<file path="src/verilog/eth_mac_params.svh">
`ifndef ETH_MAC_PARAMS_SVH
`define ETH_MAC_PARAMS_SVH

// packet store geometry
`define ETH_PACKET_SIZE   402
`define ETH_RING_DEPTH    32
`define ETH_ADDR_W        9

// framing
`define ETH_PREAMBLE_BYTE 8'h55
`define ETH_SFD_BYTE      8'hd5
`define ETH_IFG_CYCLES    12
`define ETH_CRC_RESIDUE   32'hC704DD7B   // crc register after a good frame and its fcs

`endif

</file>
<file path="src/verilog/eth_mac_pkg.sv">
`default_nettype none

`include "eth_mac_params.svh"

package eth_mac_pkg;

	localparam logic [31:0] CRC_POLY = 32'h04C11DB7;   // ieee 802.3

	typedef enum logic [2:0] {
		OP_READ       = 3'd0,
		OP_READ_LEN   = 3'd1,
		OP_READ_NEXT  = 3'd2,
		OP_WRITE      = 3'd3,
		OP_WRITE_LEN  = 3'd4,
		OP_WRITE_NEXT = 3'd5
	} host_op_e;

	// ----------------------------------------
	// host return word, one of three views
	typedef struct packed {
		logic [7:0] pad;
		logic [7:0] data;
	} result_byte_t;

	typedef struct packed {
		logic [15-`ETH_ADDR_W:0] pad;
		logic [`ETH_ADDR_W-1:0]  len;
	} result_len_t;

	typedef struct packed {
		logic [14:0] pad;
		logic        flag;
	} result_flag_t;

	typedef union packed {
		result_byte_t as_byte;
		result_len_t  as_len;
		result_flag_t as_flag;
	} host_result_u;

	// one byte into the crc, bit 0 goes first on the wire
	function automatic logic [31:0] crc32_step(input logic [31:0] crc, input logic [7:0] data);
		logic [31:0] c;
		logic        fb;
		c = crc;
		for (int i = 0; i < 8; i++) begin
			fb = c[31] ^ data[i];
			c = {c[30:0], 1'b0};
			if (fb)
				c = c ^ CRC_POLY;
		end
		return c;
	endfunction

endpackage

`default_nettype wire

</file>
<file path="src/verilog/ring_if.sv">
`timescale 1ns/1ps
`default_nettype none

`include "eth_mac_params.svh"

interface ring_if;

	// writer side
	logic                   wr_en;
	logic [`ETH_ADDR_W-1:0] wr_addr;
	logic [7:0]             wr_data;
	logic                   commit;
	logic                   trim;
	logic                   clear;     // restart the writer slot at length 0
	logic [`ETH_ADDR_W-1:0] wr_len;
	logic                   full;

	// reader side
	logic [`ETH_ADDR_W-1:0] rd_addr;
	logic [7:0]             rd_data;   // one cycle after rd_addr
	logic [`ETH_ADDR_W-1:0] rd_len;
	logic                   rd_release;
	logic                   empty;

	modport writer (output wr_en, wr_addr, wr_data, commit, trim, clear, input wr_len, full);
	modport reader (output rd_addr, rd_release, input rd_data, rd_len, empty);

	// mirrored views for the ring itself
	modport store_wr (input wr_en, wr_addr, wr_data, commit, trim, clear, output wr_len, full);
	modport store_rd (input rd_addr, rd_release, output rd_data, rd_len, empty);

endinterface

`default_nettype wire

</file>
<file path="src/verilog/gmii_tx_framer.sv">
`timescale 1ns/1ps
`default_nettype none

`include "eth_mac_params.svh"

module gmii_tx_framer (
	input wire logic   clock_i,
	input wire logic   reset_i,
	ring_if.reader     ring,
	output logic [7:0] gmii_txd_o,
	output logic       gmii_tx_en_o,
	output logic       gmii_tx_er_o
);

	typedef enum logic [3:0] {
		ST_READY,
		ST_PREAMBLE,
		ST_SFD,
		ST_DATA,
		ST_FCS3,
		ST_FCS2,
		ST_FCS1,
		ST_FCS0,
		ST_GAP
	} state_e;

	state_e                 state_q;
	logic [3:0]             cnt_q;    // preamble and gap count
	logic [`ETH_ADDR_W-1:0] addr_q;   // next byte to fetch
	logic [`ETH_ADDR_W-1:0] len_q;
	logic [31:0]            crc_q;
	logic [7:0]             fcs_byte;

	function automatic logic [7:0] bit_reverse(input logic [7:0] b);
		logic [7:0] r;
		for (int i = 0; i < 8; i++)
			r[i] = b[7-i];
		return r;
	endfunction

	always_comb begin
		case (state_q)
			ST_FCS3: fcs_byte = crc_q[31:24];
			ST_FCS2: fcs_byte = crc_q[23:16];
			ST_FCS1: fcs_byte = crc_q[15:8];
			default: fcs_byte = crc_q[7:0];
		endcase
	end

	assign ring.rd_addr    = addr_q;   // one ahead of the byte on the wire
	assign ring.rd_release = (state_q == ST_GAP) && (cnt_q == 4'(`ETH_IFG_CYCLES - 1));
	assign gmii_tx_er_o    = 1'b0;

	always_ff @(posedge clock_i) begin
		if (reset_i) begin
			state_q      <= ST_READY;
			cnt_q        <= '0;
			addr_q       <= '0;
			gmii_txd_o   <= 8'd0;
			gmii_tx_en_o <= 1'b0;
		end else begin
			case (state_q)
				ST_READY: begin
					gmii_tx_en_o <= 1'b0;
					gmii_txd_o   <= 8'd0;
					addr_q       <= '0;
					cnt_q        <= '0;
					crc_q        <= '0;
					if (!ring.empty) begin
						len_q   <= ring.rd_len;
						state_q <= ST_PREAMBLE;
					end
				end
				ST_PREAMBLE: begin
					gmii_tx_en_o <= 1'b1;
					gmii_txd_o   <= `ETH_PREAMBLE_BYTE;
					if (cnt_q == 4'd6) begin
						cnt_q   <= '0;
						state_q <= ST_SFD;
					end else begin
						cnt_q <= cnt_q + 4'd1;
					end
				end
				ST_SFD: begin
					gmii_txd_o <= `ETH_SFD_BYTE;
					addr_q     <= addr_q + `ETH_ADDR_W'(1);   // byte 0 already fetched
					state_q    <= ST_DATA;
				end
				ST_DATA: begin
					gmii_txd_o <= ring.rd_data;
					crc_q      <= eth_mac_pkg::crc32_step(crc_q, ring.rd_data);
					if (addr_q == len_q)
						state_q <= ST_FCS3;
					else
						addr_q <= addr_q + `ETH_ADDR_W'(1);
				end
				ST_FCS3, ST_FCS2, ST_FCS1: begin
					gmii_txd_o <= ~bit_reverse(fcs_byte);
					state_q    <= state_e'(state_q + 4'd1);
				end
				ST_FCS0: begin
					gmii_txd_o <= ~bit_reverse(fcs_byte);
					cnt_q      <= '0;
					state_q    <= ST_GAP;
				end
				ST_GAP: begin
					gmii_tx_en_o <= 1'b0;
					gmii_txd_o   <= 8'd0;
					if (cnt_q == 4'(`ETH_IFG_CYCLES - 1))
						state_q <= ST_READY;   // slot freed this cycle
					else
						cnt_q <= cnt_q + 4'd1;
				end
				default: state_q <= ST_READY;
			endcase
		end
	end

endmodule

`default_nettype wire

</file>
<file path="src/flat_wrapper.sv">
// flat-port wrapper written by rule: the top's interface ports become plain ports
module gmii_tx_framer_flat 
  (clock_i, reset_i, gmii_txd_o, gmii_tx_en_o, gmii_tx_er_o, ring_rd_addr, ring_rd_release, ring_rd_data, ring_rd_len, ring_empty);
  ring_if ring_i ();
  input wire logic clock_i;
  input wire logic reset_i;
  output logic [7:0] gmii_txd_o;
  output logic gmii_tx_en_o;
  output logic gmii_tx_er_o;
  output wire logic [$bits(ring_i.rd_addr)-1:0] ring_rd_addr;
  output wire logic [$bits(ring_i.rd_release)-1:0] ring_rd_release;
  input wire logic [$bits(ring_i.rd_data)-1:0] ring_rd_data;
  input wire logic [$bits(ring_i.rd_len)-1:0] ring_rd_len;
  input wire logic [$bits(ring_i.empty)-1:0] ring_empty;
  assign ring_rd_addr = ring_i.rd_addr;
  assign ring_rd_release = ring_i.rd_release;
  assign ring_i.rd_data = ring_rd_data;
  assign ring_i.rd_len = ring_rd_len;
  assign ring_i.empty = ring_empty;
  gmii_tx_framer u_core (.clock_i(clock_i), .reset_i(reset_i), .ring(ring_i), .gmii_txd_o(gmii_txd_o), .gmii_tx_en_o(gmii_tx_en_o), .gmii_tx_er_o(gmii_tx_er_o));
endmodule
</file>
<file path="config.mk">
export PLATFORM = sky130hd
export DESIGN_NAME = gmii_tx_framer_flat
export DESIGN_NICKNAME = d
export VERILOG_FILES = /design/src/verilog/eth_mac_pkg.sv /design/src/verilog/ring_if.sv /design/src/verilog/gmii_tx_framer.sv /design/src/flat_wrapper.sv
export VERILOG_INCLUDE_DIRS = /design/src /design/src/verilog
export SDC_FILE = /design/constraint.sdc
export NUM_CORES = 1
export LEC_CHECK = 0
export BUFFER_PORTS_ARGS = -buffer_cell sky130_fd_sc_hd__buf_4
export CELL_PAD_IN_SITES_DETAIL_PLACEMENT = 1
export CELL_PAD_IN_SITES_GLOBAL_PLACEMENT = 2
export CORE_AREA = 2 2 104 116
export DETAILED_ROUTE_END_ITERATION = 10
export DIE_AREA = 0 0 106 118
export HOLD_SLACK_MARGIN = 0.1
export PLACE_DENSITY_LB_ADDON = 0.1
export SLEW_MARGIN = 15
export SYNTH_ARGS = -nofsm -noshare
export SYNTH_HDL_FRONTEND = slang
export SYNTH_SLANG_ARGS = --single-unit
</file>
<file path="constraint.sdc">
create_clock -name clock_i -period 3.8 [get_ports clock_i]
set_clock_uncertainty 0.15 [all_clocks]
set_input_delay 0.19 -clock clock_i [delete_from_list [all_inputs] [get_ports clock_i]]
set_output_delay 0.19 -clock clock_i [all_outputs]
set_load 0.05 [all_outputs]
</file>
**Word level (Yosys, flattened, before mapping)**

Index checks and enable logic that the tools add are counted.

- Add/subtract/negate cells: 3
- Eq/ne operators: 17
- Mux-type cells: 36
- Bitwise gates (word level): 19
- Reductions and logical operators: 16

Operator list:

| operator | number |
|---|---|
| $mux W32 | 14 |
| $mux W27 | 8 |
| $not A14 Y14 | 8 |
| $pmux W32 S2 | 1 |
| $pmux W8 S5 | 1 |
| $pmux W4 S7 | 1 |
| $pmux W9 S3 | 1 |
| $mux W4 | 6 |
| $pmux W8 S3 | 1 |
| $eq A4 B3 Y1 const B | 5 |
| $pmux W4 S3 | 1 |
| $add A9 B1 Y9 const B | 1 |
| $eq A9 B9 Y1 | 1 |
| $mux W9 | 1 |
| $add A4 B1 Y4 const B | 2 |
| $eq A4 B2 Y1 const B | 2 |
| $eq A4 B4 Y1 const B | 2 |
| $ne A2 B2 Y1 const B | 4 |
| $not A8 Y8 | 1 |
| $xor A1 B1 Y1 | 8 |
| $reduce_and A2 Y1 | 3 |
| $reduce_bool A3 Y1 | 2 |
| $reduce_bool A5 Y1 | 1 |
| $eq A4 B1 Y1 const B | 1 |
| other kinds (11) | 15 |

- Register bits after elaboration: 67
- Bits of input ports: 20

**Depth between registers and ports, before layout**

Gate-level depths: netlist (run 1).

- Depth in word-level cells: 31
- Mapped depth: 8

**Least setup slack after synthesis (run 1)**

No wires, ideal clock.

- Kind: register -> register
- From: register u_core.state_q[0]
- To: register u_core.crc_q[0] (enable)
- Arrival: 2.380 ns
- Setup slack: 0.845 ns
- Stages on the path, launching flop included: 5
- Clock period less this slack: 2.955 ns
- Cell sequence: dfxtp_1 -> ha_1 -> clkbuf_1 -> nor2_1 -> nor2b_1

- Word-level cells in the longest chain between the ends: 3
- Elaborated cells between the ends (all ways): 4
- Classes of those cells: eq/ne (1); reduce/logical (3)

RTL lines:

| element | line | text |
|---|---|---|
| from (decl) | gmii_tx_framer.sv:27 | `state_e state_q;` |
| from (signal assigned) | gmii_tx_framer.sv:99 | `state_q <= state_e'(state_q + 4'd1);` |
| $eq A4 B2 Y1 or $logic_not A4 Y1 (tied branches) | gmii_tx_framer.sv:62 | `case (state_q)` |
| $reduce_bool A2 Y1 (no line) * | - |  |
| $reduce_and A2 Y1 (no line) * | - |  |
| to (signal assigned) | gmii_tx_framer.sv:91 | `crc_q <= eth_mac_pkg::crc32_step(crc_q, ring.rd_data);` |
| to (decl) | gmii_tx_framer.sv:31 | `logic [31:0] crc_q;` |

Every way passes the cells marked *; elsewhere a longest branch is shown, timed or not.
A chain may end at the register's enable or synchronous reset.

**Worst setup path after layout (run 1)**

- From: register u_core.state_q[0]
- To: register u_core.gmii_txd_o[1]

- Word-level cells in the longest chain between the ends: 4
- Elaborated cells between the ends (all ways): 15
- Classes of those cells: eq/ne (8); mux (2); bitwise (1); reduce/logical (4)

RTL lines:

| element | line | text |
|---|---|---|
| $eq A4 B3 Y1 | gmii_tx_framer.sv:42, gmii_tx_framer.sv:62 |  |
| $pmux W8 S3 | gmii_tx_framer.sv:42 | `case (state_q)` |
| $not A8 Y8 | gmii_tx_framer.sv:98, gmii_tx_framer.sv:102 |  |
| $pmux W8 S5 | gmii_tx_framer.sv:62 |  |
| to (signal assigned) | gmii_tx_framer.sv:76 | `` gmii_txd_o <= `ETH_PREAMBLE_BYTE; `` |
| to (signal assigned) | gmii_tx_framer.sv:98 | `gmii_txd_o <= ~bit_reverse(fcs_byte);` |
| to (signal assigned) | gmii_tx_framer.sv:102 | `gmii_txd_o <= ~bit_reverse(fcs_byte);` |
| to (decl) | gmii_tx_framer.sv:10 | `output logic [7:0] gmii_txd_o,` |

Several ways; a longest one is shown, not always the timed one.

==> results of run 1 <==
==> metrics by stage <==
step	area [sq um]	hold WS (ns)	utilization, %
3_3_place_gp	4315	0.2190	38.06
4_1_cts	4825	0.1869	42.56
6_report	4825	0.1851	42.56
2_1_floorplan	3881	0.1389	-
3_5_place_dp	4315	0.2196	38.06
5_1_grt	4825	0.1940	42.56
==> area by class of cell <==
type | count | share of cell area (%)
clock buffers | 10 | 4.746
clock inverters | 6 | 1.660
inverters | 12 | 0.9336
multi-input cells | 278 | 41.93
flip-flops and latches | 67 | 36.31
well taps | 150 | 3.890
repair buffers | 61 | 10.53
==> routing by layer <==
layer / GRT usage, % / vias to the layer above
li1: - / 1439
met2: 31.01 / 47
met3: 3.544 / 11
met5: 0 / -
met4: 6.497 / 0
met1: 22.21 / 1439
==> Yosys cell counts, types with 2 or more instances <==
cell type and count:
a2111oi_0 2, or3_1 5, ha_1 7, nand3_1 8, xnor2_4 4, a31oi_1 5, a221oi_1 2, xnor2_2 5
nand3b_1 4, a21o_1 3, and3_1 5, nand2_1 15, inv_1 12, nor2b_1 2, a211oi_1 7, o22ai_1 8
xor2_1 14, nor2_1 56, a222oi_1 7, and2_1 3, clkbuf_1 15, nor3b_1 2, nor4_1 2, a21oi_1 13
o21a_1 2, nand4b_1 2, o21ai_0 13, o31ai_1 9, xnor3_1 3, xnor2_1 53, edfxtp_1 41, nor3_1 7
dfxtp_1 26
==> worst max-delay path, stage by stage (launching register included) <==
cell           delay (ns)
dfxtp_1              0.35
inv_1                0.13
ha_1                 0.62
nor3_1               0.17
nor2_1               0.51
o22ai_1              0.17
a31oi_1              0.20
dlygate4sd3_1        0.57
==> worst max path at each step <==
| stage | startpoint | end | slack [ns] | depth (start not counted) |
|---|---|---|---|---|
| 2_1_floorplan | u_core.state_q[0] | u_core.crc_q[0] | 0.85 | 4 |
| 3_3_place_gp | u_core.state_q[0] | u_core.gmii_txd_o[6] | 1.29 | 7 |
| 3_5_place_dp | u_core.state_q[0] | u_core.gmii_txd_o[4] | 1.15 | 7 |
| 4_1_cts | u_core.state_q[0] | u_core.gmii_txd_o[1] | 0.91 | 7 |
| 5_1_grt | u_core.state_q[0] | u_core.gmii_txd_o[1] | 0.66 | 7 |
| 6_report | u_core.state_q[0] | u_core.gmii_txd_o[1] | 0.88 | 7 |
==> registers in the layout, indices dropped and copies added (netlist names) <==
register / count
u_core.crc_q: 32
u_core.len_q: 9
u_core.ring.rd_addr: 9
u_core.gmii_txd_o: 8
u_core.cnt_q: 4
u_core.state_q: 4
u_core.gmii_tx_en_o: 1
==> cells by family after synthesis <==
logic type	Yosys count	synth area share (%)
XOR/XNOR	81	22.82
AND/OR/NAND/NOR	113	13.48
other	1	0.09662
adder cells (fa/ha/maj)	7	2.257
flip-flops	67	45.13
buffers and inverters	28	2.805
AO/OA/AOI/OAI	76	13.41
==> power breakdown <==
part,switching (mW),internal [mW]
clock,0.323,0.570
sequential,0.155,0.990
combinational,1.08,0.897
==> qor.txt, run 1 <==
Largest net degree at the start of global routing -> 33
Initial drt markers -> 127
Final TNS setup -> 0 ns
Met3 WL -> 330 microns
Hold path depth -> 3
Post-synth ARST share -> 0%
Clock sinks -> 67
Post-CTS Hold Fix Bufs -> 20
First-pass GRT wire length -> 17.33 mm
Die Ht -> 118 microns
Storage cell area -> 1752 sq um
Pwr per Cell Area -> 832.4 nW/um^2
Sink of the worst hold path -> u_core.len_q[5]
Initial antenna violation count -> 0
DIE AREA -> 12510 sq um
Setup slack at placement -> 1.147 ns
Vias in the first global route -> 3200
# IOs -> 40
Gpl congestion -> 0.7632
Worst reg2reg setup slack -> 0.88 ns
Die width -> 106 microns
R2r startpoint -> u_core.state_q[0]
Detail Route Antenna Nets -> 0
Actual slew at the worst max-slew pin -> 0.8162 ns
Post-synth EDFFs -> 41
Num CTS Buffers -> 9
Layout cells sized above 1 -> 15.90%
Outcome -> finished clean
Max cap viols -> 0
WL met1 -> 4.552 mm
Clk Latency, worst-skew pair -> 0.34 ns
CP required -> 3.93 ns
Synth top area cells -> edfxtp_1 32%, dfxtp_1 13%, xnor2_1 12%, nor2_1 5.4%, xor2_1 3.2%
Finished Layout Cells -> 584
Initial core utilization -> 34.23%
Mapped cell area -> 3881 sq um
Final Power -> 4.016 mW
Remaining DRCs -> 0
Vias per Instance -> 5.027
Max VDD drop -> 0.3630 mV
GRT Total Usage -> 18.00%
Worst setup margin -> 0.8771 ns
Total gr overflow -> 0
# rows -> 41
Worst Hold Class -> in2reg
WL final -> 10.62 mm
Slew Limit Fails -> 0
WL/cell -> 18.18 microns
Max Used Layer -> met4
Worst R2R End -> u_core.gmii_txd_o[1]
Max frequency -> 342.1 MHz
Post-synth cell types -> 44
Commonest non-fill, non-tap cell in the layout -> nor2_1
Syn_area_per_cell -> 10.41 sq um
Worst Setup End Kind -> flip-flop
Core Area -> 11340 sq um
RSZ-0062 raised after global routing -> false
Htree depth -> 3
Pleak -> 1.782 nW
Via count -> 2936
CTS Root Cell -> clkbuf_16
Net Count, Synth -> 400
Worst rel slew slack -> 44.99%
Reg2Reg Depth -> 7
Post-DP HPWL -> 7.471 mm
Syn Inst Count -> 373
CP Data Arrival Time -> 3.05 ns
Port bufs -> 38
Post-CTS Resized -> 0
Final-report hold violation count -> 0
Min-delay src -> ring_empty
CTS tree -> built
Nets -> 456
Seq/Total Area, Yosys -> 45.13%
Met2 wire len -> 5.590 mm
Crit Path Class -> reg2reg
Fin crit share -> 76.92%
ANT cells -> 0
Crit path max fanout -> 18
Commonest cells after routing, fill and taps aside -> 56 x nor2_1, 53 x xnor2_1, 41 x buf_4, 41 x edfxtp_1, 26 x dfxtp_1
Yosys warnings -> 0
Top FF cell, synth -> edfxtp_1
Area growth, synth to finish -> 24.31%
DRT Pass-1 Iters -> 4
Cells after DPL -> 548
Area leader, netlist -> edfxtp_1
Clock-pin transition on the worst setup and hold timing paths -> 0.06 ns
Synthesized flop and latch total -> 67
Final setup fails -> 0
Top cell type's share of synthesized area -> 31.72%
Critical Path Source Type -> flip-flop
Multi-input logic area -> 2023 sq um
Postcts setup bufs -> 0
Clock buffer depth -> 2
Fill cells -> 1284
Fin crit period -> 2.923 ns
No activity file was read; power rests on OpenSTA's default activity.
==> run 2: changes to the inputs <==
ABC_AREA = 1   (was not set)
CORE_AREA = 2 2 117 130   (was 2 2 104 116)
DIE_AREA = 0 0 119 132   (was 0 0 106 118)
clock period = 2.6 ns   (was 3.8 ns; I/O delays follow)
==> qor.txt, run 2 <==
Max cap viols -> 0
Pwr per Cell Area -> 1048 nW/um^2
Post-synth ARST share -> 0%
CTS Root Cell -> clkbuf_16
Max frequency -> 441.3 MHz
Post-synth EDFFs -> 41
Final Util -> 37.66%
Worst Setup End Kind -> flip-flop
Clock-pin transition on the worst setup and hold timing paths -> 0.06 ns
Net Count, Synth -> 619
ANT cells -> 0
Worst Hold Class -> in2reg
Syn Inst Count -> 592
Detail Route Antenna Nets -> 0
Fin crit share -> 87.15%
Cells after DPL -> 822
Initial core utilization -> 30.46%
Commonest non-fill, non-tap cell in the layout -> nand2_1
Remaining DRCs -> 0
CTS tree -> built
Postcts setup bufs -> 0
CP required -> 2.68 ns
Largest Register -> u_core.crc_q
Crit Path Class -> reg2reg
WL/cell -> 16.19 microns
Clock sinks -> 67
Seq/Total Area, Yosys -> 40.13%
Vias per Instance -> 4.747
Top FF cell, synth -> edfxtp_1
Post-synth cell types -> 38
DIE AREA -> 15710 sq um
Fin crit period -> 2.266 ns
Htree depth -> 3
Pleak -> 2.406 nW
Final TNS setup -> 0 ns
Die width -> 119 microns
Clock buffer depth -> 2
Initial antenna violation count -> 0
Max FFs per register -> 32
Final-report hold violation count -> 0
Top-count cell post-synth -> nand2_1
Mapped cell area -> 4365 sq um
DRT Pass-1 Iters -> 4
Critical Path Source Type -> flip-flop
GRT Total Usage -> 18.78%
Area growth, synth to finish -> 23.62%
Post-DP HPWL -> 10.51 mm
Synth top area cells -> edfxtp_1 28%, nand2_1 15%, dfxtp_1 12%, xor2_1 5.2%, nand3_1 5.2%
Top cells by count, synth -> 176 x nand2_1, 57 x inv_1, 52 x nor2_1, 45 x nand3_1, 42 x a21oi_1
Port bufs -> 38
Core Area -> 14330 sq um
Slew Limit Fails -> 0
Largest net degree at the start of global routing -> 33
Outcome -> finished clean
Num CTS Buffers -> 9
Synthesized flop and latch total -> 67
Max VDD drop -> 0.3836 mV
Total gr overflow -> 0
Area leader, netlist -> edfxtp_1
Final setup fails -> 0
Commonest cells after routing, fill and taps aside -> 176 x nand2_1, 57 x inv_1, 52 x nor2_1, 48 x buf_4, 45 x nand3_1
CP Data Arrival Time -> 2.35 ns
First-pass GRT wire length -> 22.96 mm
Worst rel slew slack -> 66.27%
Layout cells sized above 1 -> 15.11%
Initial drt markers -> 180
Finished Layout Cells -> 854
RSZ-0062 raised after global routing -> false
# rows -> 46
Via count -> 4054
WL final -> 13.83 mm
Vias in the first global route -> 4334
Gpl congestion -> 0.7749
Nets -> 684
Clk Latency, worst-skew pair -> 0.34 ns
Die Ht -> 132 microns
Yosys warnings -> 0
Crit path max fanout -> 15
Top cell type's share of synthesized area -> 28.20%
Syn_area_per_cell -> 7.374 sq um
Actual slew at the worst max-slew pin -> 0.5023 ns
# IOs -> 40
==> run 2: cell type report <==
cell class              count  area [sq um]
flip-flops and latches     67          1752
fillers                  1761          8935
clock buffers              12         277.8
inverters                  66         247.7
well taps                 192         240.2
repair buffers             65         540.5
clock inverters             4         20.02
multi-input cells         448          2318
==> run 2: power breakdown <==
group,total [mW],switching [mW],internal [mW]
combinational,2.76,1.89,0.872
sequential,1.66,0.201,1.46
clock,1.23,0.482,0.750
total,5.66,2.57,3.08
==> run 2: timing repair <==
| item | 4_1_cts | 5_1_grt |
|---|---|---|
| gates resized for setup | 0 | 0 |
| hold endpoints to repair | 28 | 0 |
| hold buffers | 16 | 0 |
==> run 2: final timing paths <==
| check | from | slack [ns] | cells past startpoint | end |
|---|---|---|---|---|
| worst max-delay path | u_core.state_q[0] | 0.33 | 8 | u_core.gmii_txd_o[4] |
| worst min-delay path | ring_rd_data[0] | 0.13 | 5 | u_core.gmii_txd_o[0] |
| worst max register to register | u_core.state_q[0] | 0.33 | 8 | u_core.gmii_txd_o[4] |
| worst min register to register | u_core.cnt_q[1] | 0.36 | 2 | u_core.cnt_q[1] |
==> run 2: metal layers <==
| metal | track usage, % | share of wire [%] |
|---|---|---|
| met5 | 0 | 0 |
| met4 | 6.878 | 2.0 |
| met3 | 3.590 | 2.1 |
| met2 | 34.23 | 52 |
| met1 | 21.66 | 44 |
==> run 2: stage by stage <==
step / instance area (sq um) / total power [mW] / hold WS, ns / setup slack, ns
4_1_cts: 5396 / 5.742 / 0.1262 / 0.3024
5_1_grt: 5396 / 6.115 / 0.1617 / 0.1099
2_1_floorplan: 4369 / 3.578 / 0.07887 / 0.04782
3_5_place_dp: 4938 / 4.458 / 0.1596 / 0.3131
3_3_place_gp: 4938 / 4.415 / 0.1605 / 0.4089
6_report: 5396 / 5.656 / 0.1338 / 0.3342
==> run 2: cells by family (layout without fill, tap and decap cells) <==
family / count (synthesis) / after routing / synth area share (%)
and+or+nand+nor: 310 / 310 / 31.04
other: 1 / 1 / 0.08590
xor gates and xnor gates: 40 / 40 / 8.627
adders and majority gates: 7 / 7 / 2.006
DFF: 67 / 67 / 40.13
buffers and inverters: 77 / 147 / 7.022
AOI/OAI and AO/OA: 90 / 90 / 11.09
==> run 2: critical path, stage by stage (launching register included) <==
cell and delay [ns]:
dfxtp_1 0.43, inv_1 0.10, ha_1 0.34, nand2_2 0.26, nand2_2 0.10, nor2_4 0.31, nand3_1 0.20, o21ai_0 0.20
nor2_1 0.06
==> run 3: changes to the inputs <==
CORE_AREA = 2 2 122 124   (was 2 2 117 130)
DIE_AREA = 0 0 124 126   (was 0 0 119 132)
==> qor.txt, run 3 (synthesis results as in run 2) <==
Remaining DRCs -> 0
Die width -> 124 microns
Vias in the first global route -> 4167
CP max-delay cell -> dfxtp_1
Slowest stage delay, CP -> 0.42 ns
Commonest non-fill, non-tap cell in the layout -> nand2_1
Die Ht -> 126 microns
Final setup fails -> 0
Area growth, synth to finish -> 22.38%
Pwr per Cell Area -> 1046 nW/um^2
Clock sinks -> 67
WL/cell -> 16.45 microns
Post-CTS Hold Fix Bufs -> 15
Finished Layout Cells -> 844
Crit Path Class -> reg2reg
Max cap viols -> 0
CTS Root Cell -> clkbuf_16
Detail Route Antenna Nets -> 0
Cells after DPL -> 813
Clock-pin transition on the worst setup and hold timing paths -> 0.05 ns
Pint -> 3.028 mW
Critical Path Source Type -> flip-flop
Actual slew at the worst max-slew pin -> 0.5262 ns
DIE AREA -> 15620 sq um
Initial antenna violation count -> 0
CP startpoint -> u_core.state_q[0]
Layout cells sized above 1 -> 14.39%
Pleak -> 2.377 nW
Dpl cell area -> 4921 sq um
Via count -> 4131
Final-report hold violation count -> 0
Htree depth -> 3
Fin crit period -> 2.288 ns
Combinational power share -> 49.5%
R2r startpoint -> u_core.state_q[0]
Max frequency -> 437.0 MHz
Clock Power Share -> 20.8%
Post-DP HPWL -> 10.46 mm
Max FFs per register -> 32
First-pass GRT wire length -> 22.14 mm
CTS tree -> built
Switching part of the total -> 45.83%
Slew Limit Fails -> 0
DRT Pass-1 Iters -> 4
Clock buffer depth -> 2
Final Cell Area -> 5343 sq um
Largest Register -> u_core.crc_q
Fin crit share -> 88.01%
Outcome -> finished clean
Nets -> 682
Crit path max fanout -> 15
Total gr overflow -> 0
Top cell by count, worst path -> nand2_2
RSZ-0062 raised after global routing -> false
WL final -> 13.89 mm
Num CTS Buffers -> 9
Initial core utilization -> 30.50%
Setup slack at placement -> 0.3057 ns
Vias per Instance -> 4.895
Worst setup margin -> 0.3117 ns
ANT cells -> 0
Final TNS setup -> 0 ns
Post-CTS Resized -> 0
Cell Chain, Critical Path -> inv_1 -> ha_1 -> nand2_2 -> nand2_2 -> nor2_4 -> o21ai_0 -> a21oi_1 -> nor2_1
Worst Setup End Kind -> flip-flop
# IOs -> 40
Min-delay src -> ring_rd_data[0]
Core Area -> 14310 sq um
GRT Total Usage -> 18.62%
Worst Hold Class -> in2reg
Worst rel slew slack -> 64.67%
Clk Latency, worst-skew pair -> 0.34 ns
Initial drt markers -> 210
Port bufs -> 38
# rows -> 44
Largest net degree at the start of global routing -> 33
Max VDD drop -> 0.3502 mV
Fill cells -> 1763
NetSw -> 2.562 mW
Gpl congestion -> 0.7757
Postcts setup bufs -> 0
Share of total power in sequential cells -> 29.7%
Commonest cells after routing, fill and taps aside -> 176 x nand2_1, 57 x inv_1, 52 x nor2_1, 47 x buf_4, 45 x nand3_1
CP required -> 2.67 ns
CP Data Arrival Time -> 2.36 ns
[run 3: critical path: cells and delay by family, from the launching register on]
family | cells | cell delay [ns]
and+or+nand+nor | 4 | 0.74
AOI/OAI and AO/OA | 2 | 0.45
DFF | 1 | 0.42
adders and majority gates | 1 | 0.32
buffers and inverters | 1 | 0.09
[run 3: final cells by class]
class	instances	area [sq um]	share of cell area [%]
clock buffers	16	271.5	5.082
inverters	66	247.7	4.637
multi-input cells	448	2318	43.40
flip-flops and latches	67	1752	32.79
well taps	184	230.2	4.309
repair buffers	63	523.0	9.789
[run 3: path summary, 6_finish.rpt]
| check | slack (ns) | endpoint | cells after the start |
|---|---|---|---|
| setup / recovery | 0.31 | u_core.gmii_txd_o[6] | 8 |
| hold / removal | 0.12 | u_core.gmii_txd_o[0] | 5 |
| setup reg to reg | 0.31 | u_core.gmii_txd_o[6] | 8 |
| hold reg to reg | 0.36 | u_core.gmii_txd_o[7] | 2 |
[run 3: power by group through the flow]
stage / sequential (mW) / combinational, mW / clock, mW
6_report: 1.66 / 2.77 / 1.16
5_1_grt: 1.69 / 3.10 / 1.22
4_1_cts: 1.66 / 2.80 / 1.19
3_5_place_dp: 1.68 / 2.76 / 0
3_3_place_gp: 1.68 / 2.74 / 0
2_1_floorplan: 1.80 / 1.78 / 0
[run 3: through the flow]
step,utilization (%),hold slack [ns],power [mW]
finish,37.33,0.1246,5.590
global route,37.33,0.1861,6.015
CTS,37.33,0.1243,5.655
detailed placement,34.38,0.1613,4.447
global placement,34.38,0.1597,4.413
floorplan,-,0.07887,3.578
[run 3: layer usage]
layer  track usage, %  up-vias  wire [microns]
met3            2.491       14             278
li1                 -     2051               -
met1            23.72     2015            6440
met4            6.147        0             208
met2            32.22       51            6958
met5                0        -               0
